===== config.mk =====
export PLATFORM = sky130hd
export DESIGN_NAME = maze_controller
export DESIGN_NICKNAME = d
export VERILOG_FILES = /design/src/source/maze_pkg.sv /design/src/source/move_decode.sv /design/src/source/player_motion.sv /design/src/source/maze_sequencer.sv /design/src/source/maze_controller.sv
export SDC_FILE = /design/constraint.sdc
export NUM_CORES = 1
export LEC_CHECK = 0
export ABC_CLOCK_PERIOD_IN_PS = 12300
export BUFFER_PORTS_ARGS = -buffer_cell sky130_fd_sc_hd__buf_2
export CAP_MARGIN = 20
export CORE_ASPECT_RATIO = 1.25
export CORE_MARGIN = 2
export CORE_UTILIZATION = 65
export CTS_CLUSTER_DIAMETER = 150
export DETAILED_ROUTE_END_ITERATION = 8
export PLACE_DENSITY = 0.85
export SYNTH_ARGS = -nofsm -noshare
export SYNTH_HDL_FRONTEND = slang
export SYNTH_HIERARCHICAL = 1
export SYNTH_SLANG_ARGS = --single-unit

===== constraint.sdc =====
create_clock -name clk -period 12.3 [get_ports clk]
set_input_delay 0.615 -clock clk [delete_from_list [all_inputs] [get_ports clk]]
set_output_delay 0.615 -clock clk [all_outputs]
set_load 0.01 [all_outputs]

===== src/source/maze_pkg.sv =====
package maze_pkg;

   // Codes stored in the maze RAM, one per tile
   typedef enum logic [3:0] {
      tile_empty      = 4'd0,
      tile_wall_1     = 4'd1,
      tile_wall_2     = 4'd2,
      tile_gate_right = 4'd3,
      tile_gate_left  = 4'd4,
      tile_gate_up    = 4'd5,
      tile_gate_down  = 4'd6,
      tile_bomb       = 4'd7
   } tile_e;

   // Move directions, screen y grows downwards
   typedef enum logic [1:0] {
      dir_up,
      dir_down,
      dir_right,
      dir_left
   } dir_e;

   // Per-frame sequencer states
   typedef enum logic [3:0] {
      st_idle,
      st_move_check,
      st_move_read,
      st_move_wait,
      st_move_judge,
      st_move_step,
      st_bomb_check,
      st_bomb_read,
      st_bomb_wait,
      st_bomb_judge,
      st_done
   } seq_state_e;

   // Playfield in tiles
   localparam int GRID_COLS = 25;
   localparam int GRID_ROWS = 17;

   // Tile edge in pixels and tile index width
   localparam int TILE_SIZE  = 32;
   localparam int TILE_SHIFT = $clog2(TILE_SIZE);
   localparam int IDX_W      = $clog2((GRID_COLS > GRID_ROWS) ? GRID_COLS : GRID_ROWS);

   // Sub-pixel fraction bits and signed pixel coordinate width
   localparam int FRAC_BITS = 4;
   localparam int POS_W     = 11;

   typedef logic signed [POS_W-1:0] pos_t;

   // Row index in the upper half, column index in the lower half
   typedef logic [2*IDX_W-1:0] maze_addr_t;

   // Start positions in pixels
   localparam int P1_START_X = 128;
   localparam int P1_START_Y = 128;
   localparam int P2_START_X = 448;
   localparam int P2_START_Y = 448;

endpackage


===== src/source/move_decode.sv =====
module move_decode
(
   input  logic                 up,
   input  logic                 down,
   input  logic                 left,
   input  logic                 right,
   input  logic                 drop,
   input  maze_pkg::pos_t       pos_x,
   input  maze_pkg::pos_t       pos_y,
   output logic                 move_req,
   output maze_pkg::dir_e       move_dir,
   output maze_pkg::maze_addr_t target_addr,
   output maze_pkg::maze_addr_t bomb_addr
);
   import maze_pkg::*;

   // Pixel position of the tile one step away
   pos_t dest_x;
   pos_t dest_y;

   // Position shifted by half a tile, for rounding
   pos_t near_x;
   pos_t near_y;

   // Key priority up, down, right, left
   always_comb
   begin
      move_req = up | down | right | left;
      move_dir = dir_up;
      dest_x   = pos_x;
      dest_y   = pos_y;
      if (up)
      begin
         move_dir = dir_up;
         dest_y   = pos_y - pos_t'(TILE_SIZE);
      end
      else if (down)
      begin
         move_dir = dir_down;
         dest_y   = pos_y + pos_t'(TILE_SIZE);
      end
      else if (right)
      begin
         move_dir = dir_right;
         dest_x   = pos_x + pos_t'(TILE_SIZE);
      end
      else if (left)
      begin
         move_dir = dir_left;
         dest_x   = pos_x - pos_t'(TILE_SIZE);
      end
   end

   // Divide by the tile size to get tile indices
   assign target_addr = {dest_y[TILE_SHIFT +: IDX_W], dest_x[TILE_SHIFT +: IDX_W]};

   // Tile the player mostly covers
   assign near_x = pos_x + pos_t'(TILE_SIZE / 2);
   assign near_y = pos_y + pos_t'(TILE_SIZE / 2);

   // Address stays at zero while the drop key is released
   assign bomb_addr = drop ? {near_y[TILE_SHIFT +: IDX_W], near_x[TILE_SHIFT +: IDX_W]} : '0;

endmodule


===== src/source/player_motion.sv =====
module player_motion
#(
   parameter int SPEED   = 32,
   parameter int START_X = maze_pkg::P1_START_X,
   parameter int START_Y = maze_pkg::P1_START_Y
)
(
   input  logic           clk,
   input  logic           reset_n,
   input  logic           start,
   input  logic           step,
   input  maze_pkg::dir_e dir,
   output maze_pkg::pos_t pos_x,
   output maze_pkg::pos_t pos_y,
   output logic           moving
);
   import maze_pkg::*;

   // Fixed point, pixels with FRAC_BITS fraction bits
   localparam int FX_W = POS_W + FRAC_BITS;

   typedef logic signed [FX_W-1:0] fx_t;

   localparam fx_t TILE_FX    = fx_t'(TILE_SIZE << FRAC_BITS);
   localparam fx_t SPEED_FX   = fx_t'(SPEED);
   localparam fx_t START_X_FX = fx_t'(START_X << FRAC_BITS);
   localparam fx_t START_Y_FX = fx_t'(START_Y << FRAC_BITS);

   fx_t  fx_x;
   fx_t  fx_y;
   fx_t  goal_x;
   fx_t  goal_y;
   fx_t  vel_x;
   fx_t  vel_y;
   fx_t  next_x;
   fx_t  next_y;
   logic arrive;

   // Candidate position after one step
   assign next_x = fx_x + vel_x;
   assign next_y = fx_y + vel_y;

   // Only the axis with a nonzero velocity can reach its goal
   assign arrive = ((vel_x > 0) && (next_x >= goal_x)) ||
                   ((vel_x < 0) && (next_x <= goal_x)) ||
                   ((vel_y > 0) && (next_y >= goal_y)) ||
                   ((vel_y < 0) && (next_y <= goal_y));

   always_ff @(posedge clk or negedge reset_n)
   begin
      if (!reset_n)
      begin
         fx_x   <= START_X_FX;
         fx_y   <= START_Y_FX;
         moving <= 1'b0;
      end
      else if (start)
         moving <= 1'b1;
      else if (step && moving)
      begin
         // Snap onto the tile once the step would reach or pass it
         if (arrive)
         begin
            fx_x   <= goal_x;
            fx_y   <= goal_y;
            moving <= 1'b0;
         end
         else
         begin
            fx_x <= next_x;
            fx_y <= next_y;
         end
      end
   end

   // Goal one tile away and velocity along that axis
   always_ff @(posedge clk)
   begin
      if (start)
      begin
         goal_x <= fx_x;
         goal_y <= fx_y;
         vel_x  <= '0;
         vel_y  <= '0;
         case (dir)
            dir_up:
            begin
               goal_y <= fx_y - TILE_FX;
               vel_y  <= -SPEED_FX;
            end
            dir_down:
            begin
               goal_y <= fx_y + TILE_FX;
               vel_y  <= SPEED_FX;
            end
            dir_right:
            begin
               goal_x <= fx_x + TILE_FX;
               vel_x  <= SPEED_FX;
            end
            default:
            begin
               goal_x <= fx_x - TILE_FX;
               vel_x  <= -SPEED_FX;
            end
         endcase
      end
   end

   // Whole pixels only
   assign pos_x = fx_x[FX_W-1:FRAC_BITS];
   assign pos_y = fx_y[FX_W-1:FRAC_BITS];

endmodule


===== src/source/maze_sequencer.sv =====
module maze_sequencer
(
   input  logic                 clk,
   input  logic                 reset_n,
   input  logic                 eof,
   input  logic                 p1_move_req,
   input  logic                 p2_move_req,
   input  maze_pkg::dir_e       p1_move_dir,
   input  maze_pkg::dir_e       p2_move_dir,
   input  maze_pkg::maze_addr_t p1_target_addr,
   input  maze_pkg::maze_addr_t p2_target_addr,
   input  maze_pkg::maze_addr_t p1_bomb_addr,
   input  maze_pkg::maze_addr_t p2_bomb_addr,
   input  logic                 p1_drop,
   input  logic                 p2_drop,
   input  logic                 p1_moving,
   input  logic                 p2_moving,
   input  logic [3:0]           ram_rdata,
   output logic                 p1_start,
   output logic                 p1_step,
   output logic                 p2_start,
   output logic                 p2_step,
   output maze_pkg::maze_addr_t ram_raddr,
   output maze_pkg::maze_addr_t ram_waddr,
   output logic [3:0]           ram_wdata,
   output logic                 ram_we
);
   import maze_pkg::*;

   seq_state_e state;

   // Current player, 0 for player 1
   logic cur;
   // Direction taken at the check, used by the gate rules
   dir_e dir_q;

   // Inputs of the current player
   logic       cur_req;
   logic       cur_moving;
   logic       cur_drop;
   dir_e       cur_dir;
   maze_addr_t cur_target;
   maze_addr_t cur_bomb;

   // Judge results for the tile just read
   logic  move_ok;
   logic  gate_hit;
   tile_e flip_code;

   assign cur_req    = cur ? p2_move_req    : p1_move_req;
   assign cur_moving = cur ? p2_moving      : p1_moving;
   assign cur_drop   = cur ? p2_drop        : p1_drop;
   assign cur_dir    = cur ? p2_move_dir    : p1_move_dir;
   assign cur_target = cur ? p2_target_addr : p1_target_addr;
   assign cur_bomb   = cur ? p2_bomb_addr   : p1_bomb_addr;

   // Walls block, gates only pass in their own direction
   always_comb
   begin
      move_ok   = 1'b1;
      gate_hit  = 1'b0;
      flip_code = tile_empty;
      case (tile_e'(ram_rdata))
         tile_wall_1, tile_wall_2:
            move_ok = 1'b0;
         tile_gate_right:
         begin
            gate_hit  = 1'b1;
            move_ok   = (dir_q == dir_right);
            flip_code = tile_gate_left;
         end
         tile_gate_left:
         begin
            gate_hit  = 1'b1;
            move_ok   = (dir_q == dir_left);
            flip_code = tile_gate_right;
         end
         tile_gate_up:
         begin
            gate_hit  = 1'b1;
            move_ok   = (dir_q == dir_up);
            flip_code = tile_gate_down;
         end
         tile_gate_down:
         begin
            gate_hit  = 1'b1;
            move_ok   = (dir_q == dir_down);
            flip_code = tile_gate_up;
         end
         // Empty, bomb and unknown codes let the player through
         default:
            move_ok = 1'b1;
      endcase
   end

   always_ff @(posedge clk or negedge reset_n)
   begin
      if (!reset_n)
      begin
         state     <= st_idle;
         cur       <= 1'b0;
         dir_q     <= dir_up;
         p1_start  <= 1'b0;
         p1_step   <= 1'b0;
         p2_start  <= 1'b0;
         p2_step   <= 1'b0;
         ram_raddr <= '0;
         ram_waddr <= '0;
         ram_wdata <= '0;
         ram_we    <= 1'b0;
      end
      else
      begin
         // Strobes last one cycle
         p1_start <= 1'b0;
         p1_step  <= 1'b0;
         p2_start <= 1'b0;
         p2_step  <= 1'b0;
         ram_we   <= 1'b0;
         case (state)
            st_idle:
               if (eof)
               begin
                  cur   <= 1'b0;
                  state <= st_move_check;
               end
            st_move_check:
               // A moving player ignores its keys
               if (cur_moving)
                  state <= st_move_step;
               else if (cur_req)
               begin
                  dir_q <= cur_dir;
                  state <= st_move_read;
               end
               else
               begin
                  cur   <= ~cur;
                  state <= cur ? st_bomb_check : st_move_check;
               end
            st_move_read:
            begin
               ram_raddr <= cur_target;
               state     <= st_move_wait;
            end
            // RAM read latency
            st_move_wait:
               state <= st_move_judge;
            st_move_judge:
               if (move_ok)
               begin
                  p1_start <= ~cur;
                  p2_start <= cur;
                  // Passing a gate turns it around
                  if (gate_hit)
                  begin
                     ram_we    <= 1'b1;
                     ram_waddr <= ram_raddr;
                     ram_wdata <= flip_code;
                  end
                  state <= st_move_step;
               end
               else
               begin
                  cur   <= ~cur;
                  state <= cur ? st_bomb_check : st_move_check;
               end
            st_move_step:
            begin
               p1_step <= ~cur;
               p2_step <= cur;
               cur     <= ~cur;
               state   <= cur ? st_bomb_check : st_move_check;
            end
            st_bomb_check:
               if (cur_drop)
                  state <= st_bomb_read;
               else
               begin
                  cur   <= ~cur;
                  state <= cur ? st_done : st_bomb_check;
               end
            st_bomb_read:
            begin
               ram_raddr <= cur_bomb;
               state     <= st_bomb_wait;
            end
            st_bomb_wait:
               state <= st_bomb_judge;
            st_bomb_judge:
            begin
               // Bombs only go onto empty tiles
               if (tile_e'(ram_rdata) == tile_empty)
               begin
                  ram_we    <= 1'b1;
                  ram_waddr <= ram_raddr;
                  ram_wdata <= tile_bomb;
               end
               cur   <= ~cur;
               state <= cur ? st_done : st_bomb_check;
            end
            st_done:
               state <= st_idle;
            default:
               state <= st_idle;
         endcase
      end
   end

endmodule


===== src/source/maze_controller.sv =====
module maze_controller
#(
   parameter int SPEED_P1 = 32,
   parameter int SPEED_P2 = 3
)
(
   input  logic                 clk,
   input  logic                 reset_n,
   input  logic                 eof,
   input  logic                 p1_up,
   input  logic                 p1_down,
   input  logic                 p1_left,
   input  logic                 p1_right,
   input  logic                 p1_drop,
   input  logic                 p2_up,
   input  logic                 p2_down,
   input  logic                 p2_left,
   input  logic                 p2_right,
   input  logic                 p2_drop,
   output maze_pkg::pos_t       player1_x,
   output maze_pkg::pos_t       player1_y,
   output maze_pkg::pos_t       player2_x,
   output maze_pkg::pos_t       player2_y,
   output maze_pkg::maze_addr_t ram_raddr,
   output maze_pkg::maze_addr_t ram_waddr,
   output logic [3:0]           ram_wdata,
   output logic                 ram_we,
   input  logic [3:0]           ram_rdata
);
   import maze_pkg::*;

   // Decoder results per player
   logic       p1_move_req;
   logic       p2_move_req;
   dir_e       p1_move_dir;
   dir_e       p2_move_dir;
   maze_addr_t p1_target_addr;
   maze_addr_t p2_target_addr;
   maze_addr_t p1_bomb_addr;
   maze_addr_t p2_bomb_addr;

   // Motion handshake with the sequencer
   logic p1_start;
   logic p1_step;
   logic p1_moving;
   logic p2_start;
   logic p2_step;
   logic p2_moving;

   move_decode u_decode_p1 (
      .up          (p1_up),
      .down        (p1_down),
      .left        (p1_left),
      .right       (p1_right),
      .drop        (p1_drop),
      .pos_x       (player1_x),
      .pos_y       (player1_y),
      .move_req    (p1_move_req),
      .move_dir    (p1_move_dir),
      .target_addr (p1_target_addr),
      .bomb_addr   (p1_bomb_addr)
   );

   move_decode u_decode_p2 (
      .up          (p2_up),
      .down        (p2_down),
      .left        (p2_left),
      .right       (p2_right),
      .drop        (p2_drop),
      .pos_x       (player2_x),
      .pos_y       (player2_y),
      .move_req    (p2_move_req),
      .move_dir    (p2_move_dir),
      .target_addr (p2_target_addr),
      .bomb_addr   (p2_bomb_addr)
   );

   // Direction comes straight from the decoder at the start pulse
   player_motion #(
      .SPEED   (SPEED_P1),
      .START_X (P1_START_X),
      .START_Y (P1_START_Y)
   ) u_motion_p1 (
      .clk     (clk),
      .reset_n (reset_n),
      .start   (p1_start),
      .step    (p1_step),
      .dir     (p1_move_dir),
      .pos_x   (player1_x),
      .pos_y   (player1_y),
      .moving  (p1_moving)
   );

   player_motion #(
      .SPEED   (SPEED_P2),
      .START_X (P2_START_X),
      .START_Y (P2_START_Y)
   ) u_motion_p2 (
      .clk     (clk),
      .reset_n (reset_n),
      .start   (p2_start),
      .step    (p2_step),
      .dir     (p2_move_dir),
      .pos_x   (player2_x),
      .pos_y   (player2_y),
      .moving  (p2_moving)
   );

   maze_sequencer u_sequencer (
      .clk            (clk),
      .reset_n        (reset_n),
      .eof            (eof),
      .p1_move_req    (p1_move_req),
      .p2_move_req    (p2_move_req),
      .p1_move_dir    (p1_move_dir),
      .p2_move_dir    (p2_move_dir),
      .p1_target_addr (p1_target_addr),
      .p2_target_addr (p2_target_addr),
      .p1_bomb_addr   (p1_bomb_addr),
      .p2_bomb_addr   (p2_bomb_addr),
      .p1_drop        (p1_drop),
      .p2_drop        (p2_drop),
      .p1_moving      (p1_moving),
      .p2_moving      (p2_moving),
      .ram_rdata      (ram_rdata),
      .p1_start       (p1_start),
      .p1_step        (p1_step),
      .p2_start       (p2_start),
      .p2_step        (p2_step),
      .ram_raddr      (ram_raddr),
      .ram_waddr      (ram_waddr),
      .ram_wdata      (ram_wdata),
      .ram_we         (ram_we)
   );

endmodule


==> metrics <==
# resized after CTS 0; Worst IR Drop VDD 0.186 mV; Core ar. 20,000 µm²; CP Max Fanout 15; Worst slew margin 36.4%; setup total negative slack 0 ns; DRC viols 0; CP max stage delay 0.70 ns; Fin. Hold Viols 0; Area contributors post-synth dfrtp_1 17%, edfxtp_1 16%, ha_1 13%; area share of the largest cell type after synthesis 16.9%; status completed; Iteration-0 DRC Markers 852; sequential share of the synthesized area 34.4%; CP startpoint kind flip-flop; leak pwr 6.35 nW; first-pass GRT wire length 51,600 µm; top cells by instance count after synthesis 134 x ha_1, 96 x nor2_1, 93 x inv_1, 90 x nand2_1, 89 x dfrtp_1; DR vias/cell 6.32; register area 4540 µm²; Clock Path Buffers 2; pin count of the biggest net entering global routing 58; Fmax 185 MHz; RSZ-0062 raised after global routing false; DPL Wire Length 22,000 µm; post-synth top area cell dfrtp_1; crit path time final 5.41 ns; CTS buffer count 17; Synth Area in Adders 13.9%; Post-Layout Inst Area 14,000 µm²; async set-reset flop share out of synthesis 58.1%; Final Cycle Share 44.0%; GRT overflow 0; Syn Inst Count 1,391; CP required 12.61 ns; simple-gate area share of the yosys netlist 16.1%; top_reg_cell synth dfrtp_1; PwrDens 291 nW/µm²; H-tree levels 4; most numerous cell in the Yosys netlist ha_1; worst skew pair latency 0.44 ns; post-CTS setup buffers 0; initial antenna violation count 0; die height 163 µm; drt total wl 31,300 µm; Avg Inst Size Synth 9.50 µm²; max_cap viols 0; CTS sink cnt 167; cells along the critical path ha_1 > a21o_1 > a21o_1 > a21oi_1 > o21ai_0 > or4_1 > and3_1 > ha_1 > nand3_1 > nor3_1 > a21oi_1 > o211ai_1 > nand2_1 > o22ai_2 > buf_4 > nand2_2 > mux2_4; Port Buf Inserts 84; PnR worst setup slack 6.89 ns; routability cong. 0.895; die area 21,500 µm²; Worst setup EP type flip-flop; register bit total from synthesis 167; CTS tree built; clk slew on worst S/H paths 0.07 ns; Crit Path Class flip-flop to flip-flop; YS warnings 6; worst hold-check path type input port to asynchronous set/reset pin; Multi-input gate area 7720 µm²; Routed WL per cell 18.5 µm; Final setup viols 0; first-pass detailed-route iteration total 5; post-synthesis compound-gate area fraction 15.3%; Worst-Margin Slew 0.946 ns; post-place setup slack 6.95 ns; Setup Skew 0.0148 ns; die width 132 µm; Hold Buf Count CTS 0; vias 10.7k; I/O pins 86; row cnt 58; Syn Std Cell Area 13,200 µm²; starting density of the core 66.0%; Final ANT Viol Nets 0; P&R area growth vs syn 6.33%; Slew Viols, Final 0; main combinational cell family by area after synthesis simple AND/OR/NAND/NOR gates; crit path DAT 5.72 ns; mux share of post-synthesis cell area 6.56%; Area after DPL 13,500 µm²; # fillers 1,486; root buffer cell clkbuf_16; EDFF count, synth 70; vias in the first global route 10.7k; Unique masters post-synth 82; Final nets 1,569; R2R Setup Slk 6.89 ns; total track usage 29.5%; Post-Syn Nets 1,550; slowest library cell on the worst path edfxtp_1; Post-Synth XOR/XNOR Area 6.36%; number of antenna cells inserted 0; share of post-route cells with drive strength above 1 13.4%
worst paths after layout:
kind	start	endpoint	depth (start not counted)
worst max register to register	u_motion_p1/vel_x[13]	u_motion_p1/fx_y[4]	17
min in group clk	u_motion_p1/fx_x[0]	u_motion_p1/goal_x[0]	0
worst max-delay path	u_motion_p1/vel_x[13]	u_motion_p1/fx_y[4]	17
worst min register to register	u_motion_p1/fx_x[0]	u_motion_p1/goal_x[0]	0
max in group asynchronous	reset_n	u_motion_p2/fx_y[2]	2
worst min-delay path	reset_n	u_motion_p1/fx_x[7]	1
layout make-up:
type	count	area share [%]
flip-flops and latches	167	32.3
multi-input cells	1032	55.0
clock buffers	21	3.21
repair buffers	96	3.88
well taps	270	2.41
inverters	96	2.57
clock inverters	11	0.632
state kept, by name, indices dropped and copies added (netlist names), 2 cells and up:
register / cells
u_motion_p2/fx_y: 15
u_motion_p2/vel_x: 3
u_sequencer/ram_wdata: 3
u_motion_p1/vel_y: 2
u_sequencer/dir_q: 2
u_motion_p1/vel_x: 2
u_motion_p2/goal_x: 15
u_motion_p2/goal_y: 15
u_motion_p1/fx_y: 15
u_sequencer/ram_raddr: 10
u_motion_p1/goal_y: 15
u_motion_p1/goal_x: 15
u_sequencer/ram_waddr: 10
u_sequencer/state: 4
u_motion_p2/fx_x: 15
u_motion_p2/vel_y: 3
u_motion_p1/fx_x: 15
layer usage:
metal | routed length, µm | global-route usage (%)
met2 | 15700 | 52.9
met3 | 1730 | 4.62
met4 | 1280 | 15.9
met5 | 0 | 0
met1 | 12500 | 34.0
stage by stage:
step / power (W) / cells / utilization, % / hold WS, ns
after detailed placement: 0.00349 / 1659 / 67.2 / 0.472
after floorplan: 0.00298 / 1391 / - / 0.319
final: 0.00408 / 1693 / 70.1 / 0.169
after global placement: 0.00339 / 1659 / 67.2 / 0.465
after CTS: 0.00401 / 1691 / 69.9 / 0.180
after global routing: 0.00439 / 1693 / 70.1 / 0.204
worst max-delay path: cells and delay by family (launching register included):
family / cells / cell delay (ns)
compound gates: 7 / 1.66
fa+ha+maj: 2 / 0.70
buf+inv: 1 / 0.36
flops: 1 / 0.70
mux: 1 / 0.37
simple gates: 6 / 1.47
power by group:
group          internal, W  switching (W)
sequential        0.000798       0.000279
clock             0.000267       0.000238
combinational      0.00107        0.00144
total              0.00213        0.00195
cells in the final DEF (no fill, tap or decap), types with 9 or more instances in the layout:
cell type  count
ha_1         134
nor2_1        94
inv_1         93
nand2_1       90
dfrtp_1       89
buf_2         83
a21oi_1       80
edfxtp_1      70
xnor2_1       68
nand3_1       51
mux2i_1       45
nand4_1       36
o21ai_0       36
nor3_1        34
o211ai_1      33
and2_1        29
xor2_1        28
a21o_1        18
mux2_4        18
clkbuf_16     17
a211oi_1      15
a31oi_1       14
nor2b_1       13
o21ai_1       12
buf_4         11
nand2b_1      11
and3_1        11
mux2_2        11
o21bai_1      10
o31ai_1       10
o21a_1         9
logic make-up after synthesis:
logic type | after synthesis
multiplexers | 76
buffers and inverters | 192
XOR/XNOR | 96
AND/OR/NAND/NOR | 418
AO/OA/AOI/OAI | 299
other | 1
adder cells (fa/ha/maj) | 142
flip-flops | 167
Note: power is estimated with default switching activity, not from simulation.
